[config.mk]
export PLATFORM = sky130hd
export DESIGN_NAME = bmd_endpoint
export DESIGN_NICKNAME = d
export VERILOG_FILES = /design/src/bmd_pkg.sv /design/src/bmd_endpoint.sv /design/src/bmd_reg_file.sv /design/src/bmd_rx_engine.sv /design/src/bmd_tx_engine.sv
export VERILOG_INCLUDE_DIRS = /design/src
export SDC_FILE = /design/constraint.sdc
export NUM_CORES = 1
export LEC_CHECK = 0
export BUFFER_PORTS_ARGS = -buffer_cell sky130_fd_sc_hd__buf_2
export CAP_MARGIN = 20
export CORE_UTILIZATION = 35
export CTS_BUF_LIST = sky130_fd_sc_hd__clkbuf_8
export DETAILED_ROUTE_END_ITERATION = 6
export PLACE_DENSITY_LB_ADDON = 0.08
export SYNTH_ARGS = -nofsm -noshare
export SYNTH_HDL_FRONTEND = slang
export SYNTH_SLANG_ARGS = --single-unit
[constraint.sdc]
create_clock -name clk -period 6 [get_ports clk]
set_input_delay 0.3 -clock clk [delete_from_list [all_inputs] [get_ports clk]]
set_output_delay 0.3 -clock clk [all_outputs]
set_load 0.005 [all_outputs]
[src/bmd_params.svh]
/* Widths, register map, TLP format/type codes and DMA limits of the
   bus-master endpoint. Included by every module that uses them. */
`ifndef BMD_PARAMS_SVH
`define BMD_PARAMS_SVH

`define BMD_DW_W              32
`define BMD_REG_AW            3

// --------------------------------------------------
// Register map, one DW per index
// --------------------------------------------------
`define BMD_REG_CTRL          3'd0
`define BMD_REG_DMA_ADDR      3'd1
`define BMD_REG_DMA_LEN       3'd2
`define BMD_REG_DMA_COUNT     3'd3
`define BMD_REG_DMA_PATTERN   3'd4
`define BMD_REG_STATUS        3'd5

`define BMD_CTRL_INIT_RST_BIT 0
`define BMD_CTRL_START_BIT    16

// --------------------------------------------------
// TLP format/type and DMA limits
// --------------------------------------------------
`define BMD_FMT_MWR           7'h40   // 3DW header, with data
`define BMD_FMT_MRD           7'h00   // 3DW header, no data
`define BMD_FMT_CPLD          7'h4A
`define BMD_MAX_DMA_LEN       32      // DW per write TLP

`endif

[src/bmd_pkg.sv]
/* Header-word types shared by the RX and TX engines.
   Modules import it inside their body where the types are needed. */
`default_nettype none

package bmd_pkg;

    // Header DW0, common to requests and completions
    typedef struct packed {
        logic       rsvd_hi;
        logic [6:0] fmt_type;
        logic       rsvd_mid;
        logic [2:0] tc;
        logic [9:0] rsvd_lo;    // TD, EP, attributes, AT
        logic [9:0] length;     // In DW
    } tlp_dw0_t;

    // Header DW1 as seen in a memory request
    typedef struct packed {
        logic [15:0] requester_id;
        logic [7:0]  tag;
        logic [3:0]  last_be;
        logic [3:0]  first_be;
    } tlp_req_dw1_t;

    // Header DW1 as seen in a completion
    typedef struct packed {
        logic [15:0] completer_id;
        logic [2:0]  status;
        logic        bcm;
        logic [11:0] byte_count;
    } tlp_cpl_dw1_t;

    typedef union packed {
        tlp_req_dw1_t req;
        tlp_cpl_dw1_t cpl;
    } tlp_dw1_u;

endpackage

`default_nettype wire

[src/bmd_endpoint.sv]
/* Bus-master endpoint top. Ties the RX engine, TX engine and register
   file to the inbound and outbound TLP streams. */
`default_nettype none
`include "bmd_params.svh"

module bmd_endpoint (
    input  wire                  clk,
    input  wire                  rst_n,
    input  wire [`BMD_DW_W-1:0]  rx_data_i,
    input  wire                  rx_sof_i,
    input  wire                  rx_eof_i,
    input  wire                  rx_valid_i,
    output logic                 rx_ready_o,
    output logic [`BMD_DW_W-1:0] tx_data_o,
    output logic                 tx_sof_o,
    output logic                 tx_eof_o,
    output logic                 tx_valid_o,
    input  wire                  tx_ready_i,
    input  wire [15:0]           cfg_completer_id_i,
    input  wire                  cfg_bus_mstr_enable_i
);
    import bmd_pkg::*;

    logic                  wr_en;
    logic [`BMD_REG_AW-1:0] wr_idx;
    logic [`BMD_DW_W-1:0]  wr_data;
    logic [`BMD_REG_AW-1:0] rd_idx;
    logic [`BMD_DW_W-1:0]  rd_data;
    logic                  compl_req;
    logic                  compl_ack;
    tlp_dw1_u              req_dw1;
    logic [`BMD_REG_AW-1:0] req_idx;
    logic [6:0]            req_lo_addr;
    logic                  init_rst;
    logic                  dma_start;
    logic                  dma_done;
    logic [`BMD_DW_W-1:0]  dma_addr;
    logic [`BMD_DW_W-1:0]  dma_len;
    logic [`BMD_DW_W-1:0]  dma_count;
    logic [`BMD_DW_W-1:0]  dma_pattern;

    bmd_rx_engine rx0 (
        .clk           (clk),
        .rst_n         (rst_n),
        .rx_data_i     (rx_data_i),
        .rx_sof_i      (rx_sof_i),
        .rx_eof_i      (rx_eof_i),
        .rx_valid_i    (rx_valid_i),
        .rx_ready_o    (rx_ready_o),
        .init_rst_i    (init_rst),
        .wr_en_o       (wr_en),
        .wr_idx_o      (wr_idx),
        .wr_data_o     (wr_data),
        .compl_req_o   (compl_req),
        .compl_ack_i   (compl_ack),
        .req_dw1_o     (req_dw1),
        .req_idx_o     (req_idx),
        .req_lo_addr_o (req_lo_addr)
    );

    bmd_tx_engine tx0 (
        .clk                   (clk),
        .rst_n                 (rst_n),
        .tx_data_o             (tx_data_o),
        .tx_sof_o              (tx_sof_o),
        .tx_eof_o              (tx_eof_o),
        .tx_valid_o            (tx_valid_o),
        .tx_ready_i            (tx_ready_i),
        .cfg_completer_id_i    (cfg_completer_id_i),
        .cfg_bus_mstr_enable_i (cfg_bus_mstr_enable_i),
        .init_rst_i            (init_rst),
        .compl_req_i           (compl_req),
        .compl_ack_o           (compl_ack),
        .req_dw1_i             (req_dw1),
        .req_idx_i             (req_idx),
        .req_lo_addr_i         (req_lo_addr),
        .rd_idx_o              (rd_idx),
        .rd_data_i             (rd_data),
        .dma_start_i           (dma_start),
        .dma_addr_i            (dma_addr),
        .dma_len_i             (dma_len),
        .dma_count_i           (dma_count),
        .dma_pattern_i         (dma_pattern),
        .dma_done_o            (dma_done)
    );

    bmd_reg_file regs0 (
        .clk           (clk),
        .rst_n         (rst_n),
        .wr_en_i       (wr_en),
        .wr_idx_i      (wr_idx),
        .wr_data_i     (wr_data),
        .rd_idx_i      (rd_idx),
        .rd_data_o     (rd_data),
        .init_rst_o    (init_rst),
        .dma_start_o   (dma_start),
        .dma_addr_o    (dma_addr),
        .dma_len_o     (dma_len),
        .dma_count_o   (dma_count),
        .dma_pattern_o (dma_pattern),
        .dma_done_i    (dma_done)
    );

endmodule

`default_nettype wire

[src/bmd_reg_file.sv]
/* Device registers. Holds the DMA setup and a sticky done flag, and turns
   control register writes into init reset and DMA start pulses. */
`default_nettype none
`include "bmd_params.svh"

module bmd_reg_file (
    input  wire                     clk,
    input  wire                     rst_n,
    input  wire                     wr_en_i,
    input  wire [`BMD_REG_AW-1:0]   wr_idx_i,
    input  wire [`BMD_DW_W-1:0]     wr_data_i,
    input  wire [`BMD_REG_AW-1:0]   rd_idx_i,
    output logic [`BMD_DW_W-1:0]    rd_data_o,
    output logic                    init_rst_o,
    output logic                    dma_start_o,
    output logic [`BMD_DW_W-1:0]    dma_addr_o,
    output logic [`BMD_DW_W-1:0]    dma_len_o,
    output logic [`BMD_DW_W-1:0]    dma_count_o,
    output logic [`BMD_DW_W-1:0]    dma_pattern_o,
    input  wire                     dma_done_i
);

    logic ctrl_wr;
    logic done_q;

    // Control bits act only on the write cycle
    assign ctrl_wr     = wr_en_i && (wr_idx_i == `BMD_REG_CTRL);
    assign init_rst_o  = ctrl_wr && wr_data_i[`BMD_CTRL_INIT_RST_BIT];
    assign dma_start_o = ctrl_wr && wr_data_i[`BMD_CTRL_START_BIT];

    // --------------------------------------------------
    // DMA setup registers
    // --------------------------------------------------
    always_ff @(posedge clk) begin
        if (!rst_n) begin
            dma_addr_o    <= '0;
            dma_len_o     <= '0;
            dma_count_o   <= '0;
            dma_pattern_o <= '0;
        end else if (wr_en_i) begin
            case (wr_idx_i)
                `BMD_REG_DMA_ADDR:    dma_addr_o    <= wr_data_i;
                `BMD_REG_DMA_LEN:     dma_len_o     <= wr_data_i;
                `BMD_REG_DMA_COUNT:   dma_count_o   <= wr_data_i;
                `BMD_REG_DMA_PATTERN: dma_pattern_o <= wr_data_i;
                default:              ;   // Control and status handled elsewhere
            endcase
        end
    end

    // Sticky done flag cleared only by init reset
    always_ff @(posedge clk) begin
        if (!rst_n)
            done_q <= 1'b0;
        else if (init_rst_o)
            done_q <= 1'b0;
        else if (dma_done_i)
            done_q <= 1'b1;
    end

    // --------------------------------------------------
    // Read mux
    // --------------------------------------------------
    always_comb begin
        case (rd_idx_i)
            `BMD_REG_DMA_ADDR:    rd_data_o = dma_addr_o;
            `BMD_REG_DMA_LEN:     rd_data_o = dma_len_o;
            `BMD_REG_DMA_COUNT:   rd_data_o = dma_count_o;
            `BMD_REG_DMA_PATTERN: rd_data_o = dma_pattern_o;
            `BMD_REG_STATUS:      rd_data_o = {{(`BMD_DW_W-1){1'b0}}, done_q};
            default:              rd_data_o = '0;   // Self-clearing control and unmapped 6 and 7
        endcase
    end

endmodule

`default_nettype wire

[src/bmd_rx_engine.sv]
/* Parses inbound request TLPs. One-DW writes become register write pulses,
   one-DW reads are handed to the TX engine by a four-phase req/ack. */
`default_nettype none
`include "bmd_params.svh"

module bmd_rx_engine (
    input  wire                     clk,
    input  wire                     rst_n,
    input  wire [`BMD_DW_W-1:0]     rx_data_i,
    input  wire                     rx_sof_i,
    input  wire                     rx_eof_i,
    input  wire                     rx_valid_i,
    output logic                    rx_ready_o,
    input  wire                     init_rst_i,
    output logic                    wr_en_o,
    output logic [`BMD_REG_AW-1:0]  wr_idx_o,
    output logic [`BMD_DW_W-1:0]    wr_data_o,
    output logic                    compl_req_o,
    input  wire                     compl_ack_i,
    output bmd_pkg::tlp_dw1_u       req_dw1_o,
    output logic [`BMD_REG_AW-1:0]  req_idx_o,
    output logic [6:0]              req_lo_addr_o
);
    import bmd_pkg::*;

    tlp_dw0_t   dw0_q;
    logic [1:0] beat_cnt;   // Index of the next beat, saturates at 3
    logic       in_tlp;
    logic       beat;
    logic       len_one;
    logic       is_mwr1;
    logic       is_mrd1;

    assign beat       = rx_valid_i && rx_ready_o;
    assign rx_ready_o = !compl_req_o;    // One read in flight at a time
    assign wr_idx_o   = req_idx_o;

    assign len_one = (dw0_q.length == 10'd1);
    assign is_mwr1 = len_one && (dw0_q.fmt_type == `BMD_FMT_MWR);
    assign is_mrd1 = len_one && (dw0_q.fmt_type == `BMD_FMT_MRD);

    // --------------------------------------------------
    // Beat counter
    // --------------------------------------------------
    always_ff @(posedge clk) begin
        if (!rst_n) begin
            beat_cnt <= 2'd0;
            in_tlp   <= 1'b0;
        end else if (beat && (rx_sof_i || in_tlp)) begin
            in_tlp   <= !rx_eof_i;
            if (rx_sof_i)
                beat_cnt <= 2'd1;
            else if (beat_cnt != 2'd3)
                beat_cnt <= beat_cnt + 2'd1;
        end else if (init_rst_i) begin
            beat_cnt <= 2'd0;    // Abandon any partial TLP
            in_tlp   <= 1'b0;
        end
    end

    // Header capture
    always_ff @(posedge clk) begin
        if (beat && rx_sof_i)
            dw0_q <= rx_data_i;
        if (beat && in_tlp && beat_cnt == 2'd1)
            req_dw1_o <= rx_data_i;
        if (beat && in_tlp && beat_cnt == 2'd2) begin
            req_idx_o     <= rx_data_i[4:2];
            req_lo_addr_o <= rx_data_i[6:0];
        end
        if (beat && in_tlp && beat_cnt == 2'd3)
            wr_data_o <= rx_data_i;
    end

    // --------------------------------------------------
    // Register write pulse and completion handshake
    // --------------------------------------------------
    always_ff @(posedge clk) begin
        if (!rst_n) begin
            wr_en_o     <= 1'b0;
            compl_req_o <= 1'b0;
        end else begin
            // Zero first byte enable means a zero-length write
            wr_en_o <= beat && in_tlp && beat_cnt == 2'd3 && is_mwr1 &&
                       (req_dw1_o.req.first_be != 4'h0);
            if (beat && in_tlp && beat_cnt == 2'd2 && rx_eof_i && is_mrd1)
                compl_req_o <= 1'b1;
            else if (compl_req_o && compl_ack_i)
                compl_req_o <= 1'b0;
        end
    end

    // Request is held until the TX engine acknowledges it
    a_req_held: assert property (@(posedge clk) disable iff (!rst_n)
        compl_req_o && !compl_ack_i |=> compl_req_o);

    a_sof_framing: assert property (@(posedge clk) disable iff (!rst_n)
        beat && rx_sof_i |-> !in_tlp);

endmodule

`default_nettype wire

[src/bmd_tx_engine.sv]
/* Outbound beat sequencer. Sends completions for RX reads and the MWr TLPs
   of the write DMA; a pending completion goes first at each TLP boundary. */
`default_nettype none
`include "bmd_params.svh"

module bmd_tx_engine (
    input  wire                     clk,
    input  wire                     rst_n,
    output logic [`BMD_DW_W-1:0]    tx_data_o,
    output logic                    tx_sof_o,
    output logic                    tx_eof_o,
    output logic                    tx_valid_o,
    input  wire                     tx_ready_i,
    input  wire [15:0]              cfg_completer_id_i,
    input  wire                     cfg_bus_mstr_enable_i,
    input  wire                     init_rst_i,
    input  wire                     compl_req_i,
    output logic                    compl_ack_o,
    input  bmd_pkg::tlp_dw1_u       req_dw1_i,
    input  wire [`BMD_REG_AW-1:0]   req_idx_i,
    input  wire [6:0]               req_lo_addr_i,
    output logic [`BMD_REG_AW-1:0]  rd_idx_o,
    input  wire [`BMD_DW_W-1:0]     rd_data_i,
    input  wire                     dma_start_i,
    input  wire [`BMD_DW_W-1:0]     dma_addr_i,
    input  wire [`BMD_DW_W-1:0]     dma_len_i,
    input  wire [`BMD_DW_W-1:0]     dma_count_i,
    input  wire [`BMD_DW_W-1:0]     dma_pattern_i,
    output logic                    dma_done_o
);
    import bmd_pkg::*;

    logic                 adv;        // Output register may load
    logic                 more;       // Current TLP has beats left
    logic                 tlp_end;
    logic                 start_cpl;
    logic                 nxt_cpl;
    logic [5:0]           nxt_idx;
    logic                 nxt_last;
    logic [`BMD_DW_W-1:0] nxt_word;
    tlp_dw0_t             hdr_dw0;
    tlp_dw1_u             hdr_dw1;
    logic                 is_cpl;
    logic [5:0]           beat_idx;
    logic                 dma_run;
    logic                 dma_take;
    logic [5:0]           len_clamp;
    logic [5:0]           len_q;
    logic [`BMD_DW_W-1:0] addr_q;     // Address of the next DMA TLP
    logic [`BMD_DW_W-1:0] left_q;     // DMA TLPs still to send
    logic [`BMD_DW_W-1:0] pattern_q;

    assign rd_idx_o  = req_idx_i;
    assign adv       = !tx_valid_o || tx_ready_i;
    assign more      = tx_valid_o && !tx_eof_o;
    assign tlp_end   = adv && tx_valid_o && tx_eof_o;
    assign start_cpl = compl_req_i && !compl_ack_o;

    assign nxt_cpl  = more ? is_cpl : start_cpl;
    assign nxt_idx  = more ? beat_idx + 6'd1 : 6'd0;
    assign nxt_last = nxt_cpl ? (nxt_idx == 6'd3) : (nxt_idx == len_q + 6'd2);

    assign len_clamp = (dma_len_i > `BMD_MAX_DMA_LEN) ? 6'(`BMD_MAX_DMA_LEN) :
                       (dma_len_i == '0) ? 6'd1 : dma_len_i[5:0];

    // No new DMA while one runs or a DMA TLP is still on the wire
    assign dma_take = dma_start_i && cfg_bus_mstr_enable_i && !dma_run &&
                      !(tx_valid_o && !is_cpl);

    // --------------------------------------------------
    // Word of the next beat
    // --------------------------------------------------
    always_comb begin
        hdr_dw0          = '0;
        hdr_dw1          = '0;
        hdr_dw0.fmt_type = nxt_cpl ? `BMD_FMT_CPLD : `BMD_FMT_MWR;
        hdr_dw0.length   = nxt_cpl ? 10'd1 : {4'd0, len_q};
        if (nxt_cpl) begin
            hdr_dw1.cpl.completer_id = cfg_completer_id_i;
            hdr_dw1.cpl.byte_count   = 12'd4;
        end else begin
            hdr_dw1.req.requester_id = cfg_completer_id_i;
            hdr_dw1.req.last_be      = 4'hF;
            hdr_dw1.req.first_be     = 4'hF;
        end
        case (nxt_idx)
            6'd0:    nxt_word = hdr_dw0;
            6'd1:    nxt_word = hdr_dw1;
            6'd2:    nxt_word = nxt_cpl ? {req_dw1_i.req.requester_id, req_dw1_i.req.tag,
                                           1'b0, req_lo_addr_i}
                                        : {addr_q[31:2], 2'b00};
            default: nxt_word = nxt_cpl ? rd_data_i : pattern_q;
        endcase
    end

    // --------------------------------------------------
    // Sequencer and handshakes
    // --------------------------------------------------
    always_ff @(posedge clk) begin
        if (!rst_n) begin
            tx_valid_o  <= 1'b0;
            tx_sof_o    <= 1'b0;
            tx_eof_o    <= 1'b0;
            is_cpl      <= 1'b0;
            beat_idx    <= 6'd0;
            compl_ack_o <= 1'b0;
            dma_run     <= 1'b0;
            dma_done_o  <= 1'b0;
        end else begin
            dma_done_o <= 1'b0;
            if (compl_ack_o && !compl_req_i)
                compl_ack_o <= 1'b0;
            if (adv) begin
                // Idle cycle after each TLP, then the next one starts
                if (more || (!tx_valid_o && (start_cpl || dma_run))) begin
                    tx_valid_o <= 1'b1;
                    tx_sof_o   <= (nxt_idx == 6'd0);
                    tx_eof_o   <= nxt_last;
                    is_cpl     <= nxt_cpl;
                    beat_idx   <= nxt_idx;
                end else begin
                    tx_valid_o <= 1'b0;
                end
            end
            if (tlp_end && is_cpl)
                compl_ack_o <= 1'b1;
            if (tlp_end && !is_cpl && dma_run && left_q == 'd1) begin
                dma_run    <= 1'b0;
                dma_done_o <= 1'b1;
            end
            if (dma_take) begin
                dma_run    <= (dma_count_i != '0);
                dma_done_o <= (dma_count_i == '0);   // Nothing to send
            end
            if (init_rst_i) begin
                dma_run    <= 1'b0;
                dma_done_o <= 1'b0;
            end
        end
    end

    // Payload and DMA progress
    always_ff @(posedge clk) begin
        if (adv)
            tx_data_o <= nxt_word;
        if (dma_take) begin
            addr_q    <= dma_addr_i;
            len_q     <= len_clamp;
            left_q    <= dma_count_i;
            pattern_q <= dma_pattern_i;
        end else if (tlp_end && !is_cpl) begin
            addr_q <= addr_q + {24'd0, len_q, 2'b00};
            left_q <= left_q - 'd1;
        end
    end

    a_stall_stable: assert property (@(posedge clk) disable iff (!rst_n)
        tx_valid_o && !tx_ready_i |=> tx_valid_o && $stable(tx_data_o) &&
        $stable(tx_sof_o) && $stable(tx_eof_o));

    // Ack only ever follows a live request
    a_ack_has_req: assert property (@(posedge clk) disable iff (!rst_n)
        compl_ack_o |-> $past(compl_req_i));

endmodule

`default_nettype wire

# [Word-level counts from Yosys, hierarchy flattened]
# Index checks and enable logic that the tools add are counted.
[word_totals] reg_bits=372 elab_cells=146
[op_classes] addsub=5 order_cmp=1 n_eq_ne=17 mux=30 bitwise=1 reduce_logical=63
[op_table] operator="$mux W32" n=6
[op_table] operator="$pmux W32 S5" n=1
[op_table] operator="$pmux W32 S3" n=1
[op_table] operator="$logic_not A32 Y1" n=2
[op_table] operator="$add A32 B8 Y32" n=1
[op_table] operator="$eq A32 B1 Y1 const B" n=1
[op_table] operator="$gt A32 B6 Y1 const B" n=1
[op_table] operator="$reduce_bool A32 Y1" n=1
[op_table] operator="$sub A32 B1 Y32 const B" n=1
[op_table] operator="$logic_and A1 B1 Y1" n=31
[op_table] operator="$mux W6" n=3
[op_table] operator="$mux W1" n=13
[op_table] operator="$eq A6 B2 Y1 const B" n=2
[op_table] operator="$reduce_and A2 Y1" n=6
[op_table] operator="$eq A10 B1 Y1 const B" n=1
[op_table] operator="$reduce_bool A2 Y1" n=5
[op_table] operator="$logic_not A1 Y1" n=8
[op_table] operator="$mux W2" n=4
[op_table] operator="$mux W8" n=1
[op_table] operator="$eq A7 B7 Y1 const B" n=1
[op_table] operator="$logic_not A7 Y1" n=1
[op_table] operator="$add A6 B1 Y6 const B" n=1
[op_table] operator="$add A6 B2 Y6 const B" n=1
[op_table] operator="$eq A3 B2 Y1 const B" n=2
[op_table] operator="other kinds (16)" n=22

# [Depth between registers and ports, before layout]
[depth] word_depth=9 mapped_depth=9 ltp_nobuf=8

# [Hierarchy]
# Synthesis repeated with hierarchy kept, for this count alone.
[unflattened] cells_unflattened=1577 area_unflattened_um2=16864.9
[by_module_without_submodules] module="bmd_tx_engine" n_inst=1 cells_each=810 area_each_um2=8354.3 seq_area_each_um2=4224.1
[by_module_without_submodules] module="bmd_reg_file" n_inst=1 cells_each=626 area_each_um2=5442.7 seq_area_each_um2=2582.5
[by_module_without_submodules] module="bmd_rx_engine" n_inst=1 cells_each=141 area_each_um2=3067.9 seq_area_each_um2=2742.6

# [Worst setup path after synthesis]
# OpenSTA, ideal clock, no wires.
[synth_timing] kind="register to register" start="register tx0.tx_valid_o" end="register tx0.addr_q[10] (enable)" setup_ns=0.568 t_arrival_ns=5.062 t_required_ns=5.432 slack_ns=0.370 stages_incl_launch_ff=4 n_path_buf=1 synth_period_minus_slack_ns=5.630 path_cell_list="dfxtp_1 -> buf_2 -> nand3_1 -> o21ai_0"
[synth_via] elab_chain_cells=6 word_cells_on_any_way=9
[synth_rtl] element="from (decl)" line_no="bmd_tx_engine.sv:12" text="output logic tx_valid_o,"
[synth_rtl] element="from (signal assigned)" line_no="bmd_tx_engine.sv:101" text="tx_valid_o <= 1'b0;"
[synth_rtl] element="from (signal assigned)" line_no="bmd_tx_engine.sv:116" text="tx_valid_o <= 1'b1;"
[synth_rtl] element="from (signal assigned)" line_no="bmd_tx_engine.sv:122" text="tx_valid_o <= 1'b0;"
[synth_rtl] element="$logic_not A1 Y1" line_no="bmd_tx_engine.sv:54" text="assign adv = !tx_valid_o || tx_ready_i;"
[synth_rtl] element="$logic_or A1 B1 Y1" line_no="bmd_tx_engine.sv:54"
[synth_rtl] element="$logic_and A1 B1 Y1 (2 in series)" line_no="bmd_tx_engine.sv:56" text="assign tlp_end = adv && tx_valid_o && tx_eof_o;"
[synth_rtl] element="$logic_and A1 B1 Y1" line_no="bmd_tx_engine.sv:151" text="end else if (tlp_end && !is_cpl) begin"
[synth_rtl] element="$reduce_bool A2 Y1 (no source line) *"
[synth_rtl] element="to (signal assigned)" line_no="bmd_tx_engine.sv:147" text="addr_q <= dma_addr_i;"
[synth_rtl] element="to (signal assigned)" line_no="bmd_tx_engine.sv:152" text="addr_q <= addr_q + {24'd0, len_q, 2'b00};"
[synth_rtl] element="to (decl)" line_no="bmd_tx_engine.sv:49" text="logic [`BMD_DW_W-1:0] addr_q;"
# Mark *: on every way between the ends. The rest lies on a longest branch, timed or not.
# A chain may end at the register's enable or synchronous reset.

==> results.tsv <==
metric	value	unit
Area contributors post-synth	edfxtp_1 39%, dfxtp_1 18%, nand2_1 8.7%	
layout cells sized above 1	14.5	%
router iterations before antenna repair	7	
Num CTS Buffers	70	
total gr overflow	0	
Total GRT Usage	23.3	%
hold_ws	0.0606	ns
starting density of the core	35.6	%
WP data arrival	3.88	ns
drt via density	5.40	
Post-route DRC	6	
Sequential Power Share	50.7	%
CP required	6.39	ns
Clk pwr share	47.6	%
First DRT Iteration DRCs	1006	
Die ar.	0.0484	mm^2
WL final	55700	um
EDFF count, synth	216	
RSZ-0062 raised after global routing	false	
Yosys warnings	0	
reg2reg setup slack	2.52	ns
FF-to-FF Start	rx0.req_lo_addr_o[3]	
Area growth, synth to finish	17.3	%
wire per inst	23.2	um
global-route wire length before repair	82300	um
Core Rows	79	
max-slew violations	0	
fmax	287	MHz
synthesized area per cell	10.3	um^2
top-area cell type share of the netlist area	39.0	%
hold_sp	cfg_completer_id_i[15]	
ys flop type	edfxtp_1	
CTS clk-pin slew, worst paths	0.06	ns
Crit Path Category	reg -> reg	
max_cap viols	0	
Final ANT Viol Nets	0	
H-tree depth	3	
Pint	0.00403	W
R2R cell count	8	
worst hold endpoint	tx0.tx_data_o[31]	
Period minus WS final	3.48	ns
final setup TNS	0	ns
CTS tree	built	
worst hold path type	in -> reg	
syn_nets	1684	
endpoints failing setup	0	
Sink Count	363	
Worst slew margin	29.8	%
initial antenna violation count	0	
Gate power share	1.7	%
clock latency on the worst-skew pair	0.65	ns
status	complete, but fails checks	
Register Area	0.00943	mm^2
P_sw	0.00117	W
CP startpoint kind	register	
area occupied by multi-input gates	0.00677	mm^2
Fin. Hold Viols	0	
Sw Ratio	22.5	%
flops & latches, synth	363	
Post-CTS Setup Inserts	0	
final period utilization	58.0	%
root buffer cell	clkbuf_8	
Syn Inst Count	1615	
number of port buffers	90	
DP Wirelength	36100	um
Leakage	6.90	nW
Die Y	220	um
Slew @ Worst Pin	1.05	ns
vias after detailed routing	13000	
vias in the first global route	12500	
Peak VDD IR	0.162	mV
hold path depth	2	
CORE AREA	0.0468	mm^2
Placer Congestion	0.857	
post-layout util	41.7	%
fillcell total	4576	
Max FO, Critical Path	87	
Top Ports	91	
ys async rst share	0	%
synthesized cell area	0.0166	mm^2
post-synth cell types	79	
Seq/Total Area, Yosys	56.7	%
deepest clock path buffer count	3	
Yosys top cell by area	edfxtp_1	
crit end category	register	
largest net degree at the start of global routing	92	
Power Density	266	mW/mm^2
Die Wd	220	um
failing checks	DRC	
Post-Route Skew	0.0414	ns
Layout Nets	1809	
capture point of the worst reg-to-reg path	tx0.addr_q[31]	
-- placed cells by master (no fill, tap or decap), types with 11 or more instances in the layout --
cell type / instances
a21boi_0: 101
a21boi_1: 31
a21oi_1: 66
a21oi_2: 12
a221o_1: 13
a221oi_1: 14
a22o_1: 13
a22oi_1: 38
and3_1: 11
buf_2: 89
buf_4: 19
clkbuf_8: 79
dfxtp_1: 147
dlygate4sd3_1: 45
edfxtp_1: 216
ha_1: 13
inv_1: 38
mux2i_1: 18
nand2_1: 383
nand3_1: 23
nand4_1: 23
nor2_1: 40
nor2b_1: 11
nor3_1: 24
nor4_1: 24
o21ai_0: 65
o22ai_1: 16
xnor2_1: 34
xor2_1: 27
-- repair_timing --
action,4_1_cts,5_1_grt
resized for setup,0,0
hold buffers,45,0
setup endpoints to repair,0,0
endpoints found under the hold margin,97,0
-- worst max-delay path: stages, from the launching register on --
cell	delay, ns
edfxtp_1	0.53
nor4b_1	0.81
nand4_1	0.23
buf_4	0.27
inv_4	0.64
buf_12	0.37
nor2_1	0.08
mux2i_1	0.15
nand2_1	0.07
-- worst max-delay path by stage --
stage	slack, ns	startpoint	cells past startpoint	end
global route	2.40	rx0.req_lo_addr_o[3]	8	tx0.addr_q[31]
CTS	2.60	rx0.req_lo_addr_o[3]	8	tx0.addr_q[31]
floorplan	0.37	tx0.tx_valid_o	3	tx0.addr_q[10]
finish	2.52	rx0.req_lo_addr_o[3]	8	tx0.addr_q[31]
detailed placement	2.64	rx0.req_lo_addr_o[3]	8	tx0.addr_q[31]
global placement	2.73	tx0.beat_idx[0]	7	tx0.tx_data_o[18]
-- final cells by class --
class                      instances  share of cell area [%]
sequential                       363                    48.3
multi-input combinational       1133                    34.7
clock buffer                      79                    5.57
timing repair buffer             155                    5.53
tap                              607                    3.89
clock inverter                    50                    1.61
inverter                          17                   0.340
antenna                            2                  0.0257
-- Yosys cell counts, types with 4 or more instances --
| cell | n |
|---|---|
| ha_1 | 13 |
| buf_2 | 24 |
| a22oi_1 | 38 |
| nor2b_1 | 11 |
| nor2_1 | 40 |
| a31oi_1 | 10 |
| a221o_1 | 13 |
| nand3b_1 | 4 |
| nand2b_1 | 6 |
| edfxtp_1 | 216 |
| a221oi_1 | 14 |
| a21oi_1 | 66 |
| mux2i_1 | 18 |
| nor4_1 | 24 |
| nor3b_1 | 5 |
| nand3_1 | 23 |
| nand4_1 | 23 |
| inv_1 | 15 |
| o31ai_1 | 5 |
| o21ai_1 | 9 |
| o21a_1 | 5 |
| a21boi_1 | 32 |
| o22ai_1 | 16 |
| or4_1 | 6 |
| a22o_1 | 13 |
| a21boi_0 | 101 |
| o21ai_0 | 66 |
| xnor2_1 | 34 |
| and3_1 | 13 |
| a21oi_2 | 12 |
| nand2_1 | 387 |
| clkbuf_1 | 69 |
| dfxtp_1 | 147 |
| and2_1 | 10 |
| and4_1 | 4 |
| xor2_1 | 27 |
| nor3_1 | 25 |
-- stage by stage --
step	instance area (um^2)	cells	total power [W]	worst slack, ns
6_report	19500	2406	0.00520	2.52
5_1_grt	19500	2404	0.00536	2.40
4_1_cts	19500	2404	0.00526	2.60
3_5_place_dp	17700	2230	0.00275	2.64
3_3_place_gp	17600	2229	0.00275	2.73
2_1_floorplan	16600	1615	0.00272	0.370
-- metal layers --
metal  track usage (%)  vias to the layer above  share of wire, %
li1                  -                     6138                 -
met1              33.3                     6353                48
met2              34.7                      392                43
met3              4.82                      102               5.9
met4              7.89                        0               3.0
met5                 0                        -                 0
-- state kept, by name, summed over array words and instances, names as in the netlist, 2 cells and up --
register / count
tx0.addr_q: 30
regs0.dma_len_o: 32
rx0.beat_cnt: 2
regs0.dma_pattern_o: 32
tx0.beat_idx: 6
rx0.req_lo_addr_o: 7
rx0.wr_data_o: 32
tx0.left_q: 32
tx0.pattern_q: 32
regs0.dma_addr_o: 32
regs0.dma_count_o: 32
rx0.req_dw1_o: 28
tx0.tx_data_o: 32
rx0.dw0_q: 17
tx0.len_q: 6
-- cells by family after synthesis --
logic type | synth area share (%)
simple gates | 17.2
flops | 56.7
buf+inv | 3.07
xor+xnor | 3.21
mux | 1.30
compound gates | 17.5
fa+ha+maj | 1.10
-- power groups by stage --
stage	registers, W	clock network, W	logic, W
floorplan	0.00269	0	0.0000280
global placement	0.00269	0	0.0000646
detailed placement	0.00269	0	0.0000655
CTS	0.00264	0.00254	0.0000879
global route	0.00264	0.00263	0.0000943
finish	0.00264	0.00247	0.0000882
(Power assumes the default switching activity.)
